$ cat src/commit_cfg.svh
`ifndef COMMIT_CFG_SVH
`define COMMIT_CFG_SVH

// **********************************************************************
// commit stage sizing
// **********************************************************************

`define COMMIT_BUF_DEPTH 4   // entries per lane buffer, power of two.
`define ROB_TAG_W        6   // 64 reorder buffer slots.
`define REG_ADDR_W       5   // 32 architectural registers.
`define DATA_W           32  // integer datapath width.
`define FWD_PORTS        2   // register-read ports fed by forwarding.

`endif

$ cat src/cpu_types_pkg.sv
`include "commit_cfg.svh"

package cpu_types_pkg;

    // **********************************************************************
    // basic datapath types
    // **********************************************************************

    typedef logic [`DATA_W-1:0]     data_word_t;  // one result word.
    typedef logic [`REG_ADDR_W-1:0] reg_addr_t;   // architectural register number.
    typedef logic [`ROB_TAG_W-1:0]  rob_tag_t;    // reorder buffer slot index.

    // execution units, also the index of the result inputs.
    typedef enum logic [1:0] {
        ITU,  // integer unit.
        LSU,  // load/store unit, variable latency.
        CSR   // csr unit, shares the itu lane.
    } exec_unit_t;

    // control info that travels with every result, 12 bits.
    typedef struct packed {
        rob_tag_t  rob_tag;    // destination slot in the rob.
        reg_addr_t reg_dest;   // destination register.
        logic      exception;  // raised by the execution unit.
    } instr_packet_t;

endpackage : cpu_types_pkg

$ cat src/commit_pkg.sv
package commit_pkg;

    import cpu_types_pkg::*;

    // **********************************************************************
    // commit stage types
    // **********************************************************************

    // the two result lanes, also the buffer index.
    typedef enum logic {
        LANE_ITU,  // itu and csr results.
        LANE_LSU   // lsu results.
    } commit_lane_t;

    // round-robin turn of the commit arbiter.
    typedef enum logic {
        TURN_ITU,
        TURN_LSU
    } arb_state_t;

    // what the reorder buffer stores per slot, 39 bits.
    typedef struct packed {
        data_word_t result;     // value to retire.
        reg_addr_t  reg_dest;   // register to update.
        logic       exception;  // exception pending on retire.
        logic       done;       // slot holds a finished result.
    } rob_entry_t;

    // builds a finished rob entry from a packet and its result.
    function automatic rob_entry_t packet_convert(
        input instr_packet_t packet,
        input data_word_t    result
    );
        rob_entry_t entry;
        entry.result    = result;
        entry.reg_dest  = packet.reg_dest;
        entry.exception = packet.exception;
        entry.done      = 1'b1;  // always complete once it reaches commit.
        return entry;
    endfunction : packet_convert

endpackage : commit_pkg

$ cat src/commit_arbiter.sv
`timescale 1ns/1ps

module commit_arbiter (
    input  logic                                clk_i,
    input  logic                                rst_n_i,
    input  logic                         [1:0]  lane_valid_i,
    input  cpu_types_pkg::instr_packet_t [1:0]  lane_ipacket_i,
    input  cpu_types_pkg::data_word_t    [1:0]  lane_result_i,
    input  cpu_types_pkg::instr_packet_t [1:0]  head_ipacket_i,
    input  cpu_types_pkg::data_word_t    [1:0]  head_result_i,
    input  logic                         [1:0]  empty_i,
    input  logic                         [1:0]  full_i,
    output logic                         [1:0]  push_o,
    output logic                         [1:0]  pull_o,
    output logic                                rob_write_o,
    output cpu_types_pkg::rob_tag_t             rob_tag_o,
    output commit_pkg::rob_entry_t              rob_entry_o,
    output logic                                stall_o
);

    import commit_pkg::*;

    arb_state_t   state_q;    // lane that owns the rob port.
    arb_state_t   state_d;
    commit_lane_t turn_lane;  // buffer served this cycle.
    logic [1:0]   bypass;     // incoming result goes straight to the rob.

    always_ff @(posedge clk_i) begin : state_reg
        if (!rst_n_i) begin
            state_q <= TURN_ITU;
        end else begin
            state_q <= state_d;
        end
    end : state_reg

    // **********************************************************************
    // round-robin selection and rob write
    // **********************************************************************

    always_comb begin : arbitrate
        state_d     = state_q;
        turn_lane   = LANE_ITU;
        pull_o      = '0;
        bypass      = '0;
        rob_write_o = 1'b0;
        rob_tag_o   = '0;
        rob_entry_o = '0;

        // hand the turn over as soon as the other buffer has work.
        case (state_q)
            TURN_ITU: begin
                turn_lane = LANE_ITU;
                if (!empty_i[LANE_LSU]) begin
                    state_d = TURN_LSU;
                end
            end
            TURN_LSU: begin
                turn_lane = LANE_LSU;
                if (!empty_i[LANE_ITU]) begin
                    state_d = TURN_ITU;
                end
            end
        endcase

        if (!empty_i[turn_lane]) begin
            pull_o[turn_lane] = 1'b1;  // oldest buffered result first.
            rob_write_o       = 1'b1;
            rob_tag_o         = head_ipacket_i[turn_lane].rob_tag;
            rob_entry_o       = packet_convert(head_ipacket_i[turn_lane],
                                               head_result_i[turn_lane]);
        end else if (lane_valid_i[turn_lane]) begin
            bypass[turn_lane] = 1'b1;  // empty buffer, skip storage.
            rob_write_o       = 1'b1;
            rob_tag_o         = lane_ipacket_i[turn_lane].rob_tag;
            rob_entry_o       = packet_convert(lane_ipacket_i[turn_lane],
                                               lane_result_i[turn_lane]);
        end
    end : arbitrate

    assign push_o  = lane_valid_i & ~bypass;  // store whatever is not bypassed.
    assign stall_o = |full_i;                 // upstream holds off on any full lane.

endmodule : commit_arbiter

$ cat src/commit_buffer.sv
`timescale 1ns/1ps

`include "commit_cfg.svh"

module commit_buffer #(
    parameter int DEPTH = `COMMIT_BUF_DEPTH  // must be a power of two.
) (
    input  logic                                         clk_i,
    input  logic                                         rst_n_i,
    input  logic                                         flush_i,
    input  logic                                         write_i,
    input  logic                                         read_i,
    input  cpu_types_pkg::data_word_t                    result_i,
    input  cpu_types_pkg::instr_packet_t                 ipacket_i,
    output cpu_types_pkg::data_word_t                    result_o,
    output cpu_types_pkg::instr_packet_t                 ipacket_o,
    input  logic                                         invalidate_i,
    input  cpu_types_pkg::reg_addr_t                     invalid_reg_i,
    input  cpu_types_pkg::reg_addr_t  [`FWD_PORTS-1:0]   forward_src_i,
    output cpu_types_pkg::data_word_t [`FWD_PORTS-1:0]   forward_result_o,
    output logic                      [`FWD_PORTS-1:0]   forward_valid_o,
    output logic                                         full_o,
    output logic                                         empty_o
);

    import cpu_types_pkg::*;

    localparam int PTR_W = $clog2(DEPTH);

    data_word_t    result_q [DEPTH];  // buffered results.
    instr_packet_t packet_q [DEPTH];  // buffered packets.
    logic [DEPTH-1:0] fwd_valid_q;    // entry may still forward.
    logic [PTR_W-1:0] wr_ptr_q;       // next free slot.
    logic [PTR_W-1:0] rd_ptr_q;       // oldest entry.
    logic [PTR_W:0]   count_q;        // stored entries.

    // **********************************************************************
    // pointers, count and forward-valid bits
    // **********************************************************************

    always_ff @(posedge clk_i) begin : ctrl_reg
        if (!rst_n_i || flush_i) begin
            wr_ptr_q    <= '0;
            rd_ptr_q    <= '0;
            count_q     <= '0;
            fwd_valid_q <= '0;  // a flush drops every pending result.
        end else begin
            // a newer result for the same register arrived on the other lane.
            for (int i = 0; i < DEPTH; i++) begin
                if (invalidate_i && (packet_q[i].reg_dest == invalid_reg_i)) begin
                    fwd_valid_q[i] <= 1'b0;
                end
            end
            if (write_i) begin
                wr_ptr_q              <= wr_ptr_q + 1'b1;  // wraps at depth.
                fwd_valid_q[wr_ptr_q] <= 1'b1;             // fresh entry forwards.
            end
            if (read_i) begin
                rd_ptr_q <= rd_ptr_q + 1'b1;
            end
            case ({write_i, read_i})
                2'b10:   count_q <= count_q + 1'b1;
                2'b01:   count_q <= count_q - 1'b1;
                default: count_q <= count_q;  // idle or push with pull.
            endcase
        end
    end : ctrl_reg

    always_ff @(posedge clk_i) begin : payload_reg
        if (write_i) begin
            result_q[wr_ptr_q] <= result_i;
            packet_q[wr_ptr_q] <= ipacket_i;
        end
    end : payload_reg

    assign result_o  = result_q[rd_ptr_q];  // head seen by the arbiter.
    assign ipacket_o = packet_q[rd_ptr_q];
    assign full_o    = (count_q == (PTR_W+1)'(DEPTH));
    assign empty_o   = (count_q == '0);

    // **********************************************************************
    // forwarding search
    // **********************************************************************

    // walks oldest to youngest, so the last hit left standing is the youngest.
    always_comb begin : forward_search
        logic [PTR_W-1:0] idx;
        idx = '0;
        for (int p = 0; p < `FWD_PORTS; p++) begin
            forward_result_o[p] = '0;
            forward_valid_o[p]  = 1'b0;
            for (int i = 0; i < DEPTH; i++) begin
                idx = rd_ptr_q + PTR_W'(i);
                if ((i < int'(count_q)) && fwd_valid_q[idx] &&
                    (packet_q[idx].reg_dest == forward_src_i[p])) begin
                    forward_result_o[p] = result_q[idx];
                    forward_valid_o[p]  = 1'b1;
                end
            end
        end
    end : forward_search

endmodule : commit_buffer

$ cat src/commit_stage.sv
`timescale 1ns/1ps

`include "commit_cfg.svh"

module commit_stage (
    input  logic                                          clk_i,
    input  logic                                          rst_n_i,
    input  logic                                          flush_i,
    input  cpu_types_pkg::data_word_t    [2:0]            result_i,
    input  cpu_types_pkg::instr_packet_t [2:0]            ipacket_i,
    input  logic                         [2:0]            data_valid_i,
    output logic                                          rob_write_o,
    output cpu_types_pkg::rob_tag_t                       rob_tag_o,
    output commit_pkg::rob_entry_t                        rob_entry_o,
    input  cpu_types_pkg::reg_addr_t     [`FWD_PORTS-1:0] forward_src_i,
    output cpu_types_pkg::data_word_t    [`FWD_PORTS-1:0] forward_data_o,
    output logic                         [`FWD_PORTS-1:0] forward_valid_o,
    output logic                                          stall_o
);

    import cpu_types_pkg::*;
    import commit_pkg::*;

    logic          [1:0] lane_valid;    // merged result strobes.
    instr_packet_t [1:0] lane_ipacket;
    data_word_t    [1:0] lane_result;
    instr_packet_t [1:0] head_ipacket;  // buffer heads.
    data_word_t    [1:0] head_result;
    logic          [1:0] buf_full;
    logic          [1:0] buf_empty;
    logic          [1:0] push;
    logic          [1:0] pull;
    data_word_t    [1:0][`FWD_PORTS-1:0] buf_fwd_result;
    logic          [1:0][`FWD_PORTS-1:0] buf_fwd_valid;

    // **********************************************************************
    // lane merge
    // **********************************************************************

    // idle units drive zero, so the or yields the single active csr or itu result.
    assign lane_valid[LANE_ITU]   = data_valid_i[ITU] | data_valid_i[CSR];
    assign lane_ipacket[LANE_ITU] = ipacket_i[ITU] | ipacket_i[CSR];
    assign lane_result[LANE_ITU]  = result_i[ITU] | result_i[CSR];
    assign lane_valid[LANE_LSU]   = data_valid_i[LSU];
    assign lane_ipacket[LANE_LSU] = ipacket_i[LSU];
    assign lane_result[LANE_LSU]  = result_i[LSU];

    // **********************************************************************
    // lane buffers, each invalidated by the other lane's arrivals
    // **********************************************************************

    commit_buffer #(.DEPTH(`COMMIT_BUF_DEPTH)) itu_buffer (
        .clk_i            (clk_i),
        .rst_n_i          (rst_n_i),
        .flush_i          (flush_i),
        .write_i          (push[LANE_ITU]),
        .read_i           (pull[LANE_ITU]),
        .result_i         (lane_result[LANE_ITU]),
        .ipacket_i        (lane_ipacket[LANE_ITU]),
        .result_o         (head_result[LANE_ITU]),
        .ipacket_o        (head_ipacket[LANE_ITU]),
        .invalidate_i     (lane_valid[LANE_LSU]),
        .invalid_reg_i    (lane_ipacket[LANE_LSU].reg_dest),
        .forward_src_i    (forward_src_i),
        .forward_result_o (buf_fwd_result[LANE_ITU]),
        .forward_valid_o  (buf_fwd_valid[LANE_ITU]),
        .full_o           (buf_full[LANE_ITU]),
        .empty_o          (buf_empty[LANE_ITU])
    );

    commit_buffer #(.DEPTH(`COMMIT_BUF_DEPTH)) lsu_buffer (
        .clk_i            (clk_i),
        .rst_n_i          (rst_n_i),
        .flush_i          (flush_i),
        .write_i          (push[LANE_LSU]),
        .read_i           (pull[LANE_LSU]),
        .result_i         (lane_result[LANE_LSU]),
        .ipacket_i        (lane_ipacket[LANE_LSU]),
        .result_o         (head_result[LANE_LSU]),
        .ipacket_o        (head_ipacket[LANE_LSU]),
        .invalidate_i     (lane_valid[LANE_ITU]),
        .invalid_reg_i    (lane_ipacket[LANE_ITU].reg_dest),
        .forward_src_i    (forward_src_i),
        .forward_result_o (buf_fwd_result[LANE_LSU]),
        .forward_valid_o  (buf_fwd_valid[LANE_LSU]),
        .full_o           (buf_full[LANE_LSU]),
        .empty_o          (buf_empty[LANE_LSU])
    );

    commit_arbiter arbiter (
        .clk_i          (clk_i),
        .rst_n_i        (rst_n_i),
        .lane_valid_i   (lane_valid),
        .lane_ipacket_i (lane_ipacket),
        .lane_result_i  (lane_result),
        .head_ipacket_i (head_ipacket),
        .head_result_i  (head_result),
        .empty_i        (buf_empty),
        .full_i         (buf_full),
        .push_o         (push),
        .pull_o         (pull),
        .rob_write_o    (rob_write_o),
        .rob_tag_o      (rob_tag_o),
        .rob_entry_o    (rob_entry_o),
        .stall_o        (stall_o)
    );

    forward_select fwd_select (
        .forward_src_i        (forward_src_i),
        .lane_valid_i         (lane_valid),
        .lane_ipacket_i       (lane_ipacket),
        .lane_result_i        (lane_result),
        .buf_forward_result_i (buf_fwd_result),
        .buf_forward_valid_i  (buf_fwd_valid),
        .forward_data_o       (forward_data_o),
        .forward_valid_o      (forward_valid_o)
    );

endmodule : commit_stage

$ cat src/forward_select.sv
`timescale 1ns/1ps

`include "commit_cfg.svh"

module forward_select (
    input  cpu_types_pkg::reg_addr_t     [`FWD_PORTS-1:0]       forward_src_i,
    input  logic                         [1:0]                  lane_valid_i,
    input  cpu_types_pkg::instr_packet_t [1:0]                  lane_ipacket_i,
    input  cpu_types_pkg::data_word_t    [1:0]                  lane_result_i,
    input  cpu_types_pkg::data_word_t    [1:0][`FWD_PORTS-1:0]  buf_forward_result_i,
    input  logic                         [1:0][`FWD_PORTS-1:0]  buf_forward_valid_i,
    output cpu_types_pkg::data_word_t    [`FWD_PORTS-1:0]       forward_data_o,
    output logic                         [`FWD_PORTS-1:0]       forward_valid_o
);

    import commit_pkg::*;

    logic [1:0][`FWD_PORTS-1:0] new_match;  // incoming result hits a port.

    always_comb begin : match_incoming
        for (int l = 0; l < 2; l++) begin
            for (int p = 0; p < `FWD_PORTS; p++) begin
                new_match[l][p] = lane_valid_i[l] &&
                                  (lane_ipacket_i[l].reg_dest == forward_src_i[p]);
            end
        end
    end : match_incoming

    // only one lane can hold a live copy of a register, so lane order is arbitrary.
    always_comb begin : select_source
        for (int p = 0; p < `FWD_PORTS; p++) begin
            forward_data_o[p]  = '0;
            forward_valid_o[p] = 1'b1;
            if (new_match[LANE_ITU][p]) begin
                forward_data_o[p] = lane_result_i[LANE_ITU];  // newest value wins.
            end else if (new_match[LANE_LSU][p]) begin
                forward_data_o[p] = lane_result_i[LANE_LSU];
            end else if (buf_forward_valid_i[LANE_ITU][p]) begin
                forward_data_o[p] = buf_forward_result_i[LANE_ITU][p];
            end else if (buf_forward_valid_i[LANE_LSU][p]) begin
                forward_data_o[p] = buf_forward_result_i[LANE_LSU][p];
            end else begin
                forward_valid_o[p] = 1'b0;  // no source holds this register.
            end
        end
    end : select_source

endmodule : forward_select

$ cat config.mk
export PLATFORM = sky130hd
export DESIGN_NAME = commit_stage
export DESIGN_NICKNAME = d
export VERILOG_FILES = /design/src/cpu_types_pkg.sv /design/src/commit_pkg.sv /design/src/commit_arbiter.sv /design/src/commit_buffer.sv /design/src/commit_stage.sv /design/src/forward_select.sv
export VERILOG_INCLUDE_DIRS = /design/src
export SDC_FILE = /design/constraint.sdc
export NUM_CORES = 1
export LEC_CHECK = 0
export ABC_AREA = 0
export BUFFER_PORTS_ARGS = -buffer_cell sky130_fd_sc_hd__clkbuf_2
export CORE_MARGIN = 2
export CORE_UTILIZATION = 45
export CTS_BUF_LIST = sky130_fd_sc_hd__clkbuf_16
export DETAILED_ROUTE_END_ITERATION = 10
export PLACE_DENSITY = 0.71
export REMOVE_ABC_BUFFERS = 1
export SYNTH_ARGS = -nofsm -noshare
export SYNTH_HDL_FRONTEND = slang
export SYNTH_SLANG_ARGS = --single-unit
$ cat constraint.sdc
create_clock -name clk_i -period 4.3 [get_ports clk_i]
set_input_delay 1.075 -clock clk_i [delete_from_list [all_inputs] [get_ports clk_i]]
set_output_delay 1.075 -clock clk_i [all_outputs]
set_load 0.005 [all_outputs]
==> reports/results.tsv <==
metric	value	unit
clockBufferDepth	3	
dp.cells	3496	
cp_common_cell	buf_4	
cts.sinks	379	
via_count	25113	
clk_pin_slew	60	ps
final_core_util	0.5905	
cp_cell_sequence	buf_6, mux4_2, xor2_2, nor4_2, buf_4, nand3_4, nor2_4, buf_12, buf_4, a221oi_1, or3_1, a41oi_2, buf_4, buf_6	
end_kind	output port	
synthArstFlopShare	0	
crit_path_start_kind	flip-flop	
ctsHoldBuffers	0	
fin_crit_sh	1.172	
gr-usage-all-layers	0.3267	
synth_seq_cells	379	
ir_worst_vdd	0.3217	mV
fin_cells	3659	
die_y	253.2	um
die_area	64120	sq um
drive_gt1_frac	0.4495	
drcViolationCount	0	
first_pass_iters	6	
place.gp.congestion	0.9611	
routed_wl	106500	um
synth-seq-area-share	0.3975	
setup.worst_path.class	flip-flop to output port	
core	61600	sq um
synthCells	2334	
start_util	0.4537	
num-nets-final	2951	
fin_skew	23.29	ps
rows	91	
post_drt_wl_per_cell	29.10	um
yosys-top-cells-count	edfxtp_1, mux4_2, nor2_1	
max_stage_delay	540	ps
layout_min_cycle_time	5039	ps
grt_first_pass_wirelength	156200	um
grt_max_degree	99	
initialDrtViolationCount	2675	
synth.avg_cell_area	11.97	sq um
relSlewSlack	0.2507	
rsz0062_at_grt	yes	
synth_cell_types	67	
ios	261	
cp.required	3220	ps
port_buffers	260	
synth_area_leaders	edfxtp_1, mux4_2, mux2i_1	
worst_pin_slew	1124	ps
antenna_found_initial	3	
yosysMostFrequentCell	edfxtp_1	
dieWidth	253.2	um
hold_viol_final	0	
synth.top_cell.area_share	0.3782	
drv_slew	0	
violations	setup timing	
via_per_inst	6.863	
placed_area	32170	sq um
fillCellCount	4690	
layout_setup_ws	-739.2	ps
maxCapViolCount	0	
yosys_warnings	0	
max_freq	0.1984	GHz
cts_buffers	44	
total_power	11730	uW
arrival	3960	ps
cts-root-buf	clkbuf_16	
setup_viol	66	
grt.overflow.total	0	
cts_tree	done	
min-delay-path-class	flip-flop to flip-flop	
powerDensity	322.6	nW/um^2
crit_path_max_fanout	7	
grt_pass1_vias	25374	
htree_levels	2	
critPathSlowestCell	mux4_2	
synth_top_cell_by_area	edfxtp_1	
outcome	finished with violations	
synth-edff-count	352	
dp_hpwl	68700	um
ant_nets	0	
clock_latency	620	ps
p_leak	0.01208	uW
synthesis.area	27950	sq um
final_area	36370	sq um
syn_to_final_growth	30.15	%
ys.flop_type	edfxtp_1	
-- critical path, delay by kind of cell, from the launching register on --
family / cells / cell delay (ps)
compound gates: 2 / 380
xor+xnor: 1 / 190
simple gates: 4 / 870
flops: 1 / 460
mux: 1 / 540
buf+inv: 6 / 890
-- what timing repair did --
action	in CTS	in global routing
gates cloned	7	2
buffers inserted	53	41
pin swaps	82	81
gates resized for setup	223	204
setup endpoints to repair	66	69
-- worst paths after layout --
check	from	endpoint	slack [ps]	cells after the start
max	itu_buffer.packet_q[1][3]	forward_data_o[31]	-740	14
min	lsu_buffer.fwd_valid_q[0]	lsu_buffer.fwd_valid_q[0]	550	2
max reg2reg	arbiter.state_q	itu_buffer.result_q[1][14]	970	5
min reg2reg	lsu_buffer.fwd_valid_q[0]	lsu_buffer.fwd_valid_q[0]	550	2
-- stage by stage --
stage               hold slack [ps]  worst slack, ps  TNS, ps
floorplan                     474.7            -6253  -751970
global placement              512.8           -835.5   -29860
detailed placement            530.7           -844.4   -31420
CTS                           539.8           -749.1   -40850
global route                  557.9           -850.1   -44930
finish                        547.8           -739.2   -39220
-- layout make-up --
type | instances | area (sq um) | share of cell area
multi-input combinational | 1680 | 17140 | 0.4711
sequential | 379 | 11140 | 0.3064
timing repair buffer | 628 | 5293 | 0.1455
clock buffer | 44 | 1101 | 0.03027
tap | 837 | 1047 | 0.02879
clock inverter | 38 | 455.4 | 0.01252
inverter | 52 | 195.2 | 0.005366
antenna | 1 | 2.502 | 0.00006879
-- power by group --
group	leakage (uW)	internal, uW	switching [uW]	total, uW
logic	0.00792	1410	1820	3230
registers	0.00339	4270	174	4440
clock network	0.000777	2380	1680	4060
-- sequential cells by signal (all words and copies together), names as in the netlist, named ones only --
signal	count
lsu_buffer.wr_ptr_q	2
itu_buffer.rd_ptr_q	2
itu_buffer.count_q	3
lsu_buffer.packet_q	48
lsu_buffer.count_q	3
itu_buffer.fwd_valid_q	4
lsu_buffer.result_q	128
itu_buffer.packet_q	48
arbiter.state_q	1
lsu_buffer.fwd_valid_q	4
lsu_buffer.rd_ptr_q	2
itu_buffer.wr_ptr_q	2
itu_buffer.result_q	128
-- logic make-up (layout without fill, tap and decap cells) --
kind of cell / after synthesis / after routing / share of synthesized area
AO/OA/AOI/OAI: 545 / 545 / 0.1311
adder cells (fa/ha/maj): 18 / 18 / 0.008058
AND/OR/NAND/NOR: 496 / 496 / 0.08327
flip-flops: 379 / 379 / 0.3975
multiplexers: 471 / 471 / 0.2917
buffers and inverters: 275 / 762 / 0.04132
XOR/XNOR: 150 / 150 / 0.04701
other: 0 / 1 / 0
-- cells in the final DEF, fill, tap and decap left out, types with 13 or more instances in the layout --
cell,n
a41oi_2,18
mux4_2,269
ha_1,18
o21ai_0,100
nand2_1,151
nor3_1,17
a21oi_1,113
inv_1,53
nor2_1,157
a221oi_2,35
nand4_1,13
or2_2,19
xor2_1,59
edfxtp_1,352
o31ai_1,15
or3_1,21
clkbuf_16,46
buf_2,28
mux2_2,47
and3_1,15
clkbuf_2,213
buf_12,60
o311a_1,14
a21oi_2,28
dfxtp_1,18
o211ai_1,20
buf_6,72
buf_4,241
xnor2_1,73
mux2i_1,143
a221oi_1,45
o22ai_1,45
nor4_1,17
-- layer usage --
layer  track usage  part of all wire
met4        0.2049             0.067
met1        0.3965              0.35
met2        0.5211              0.46
met5             0           0.00023
met3       0.08440              0.12
Note: power is estimated with default switching activity, not from simulation.
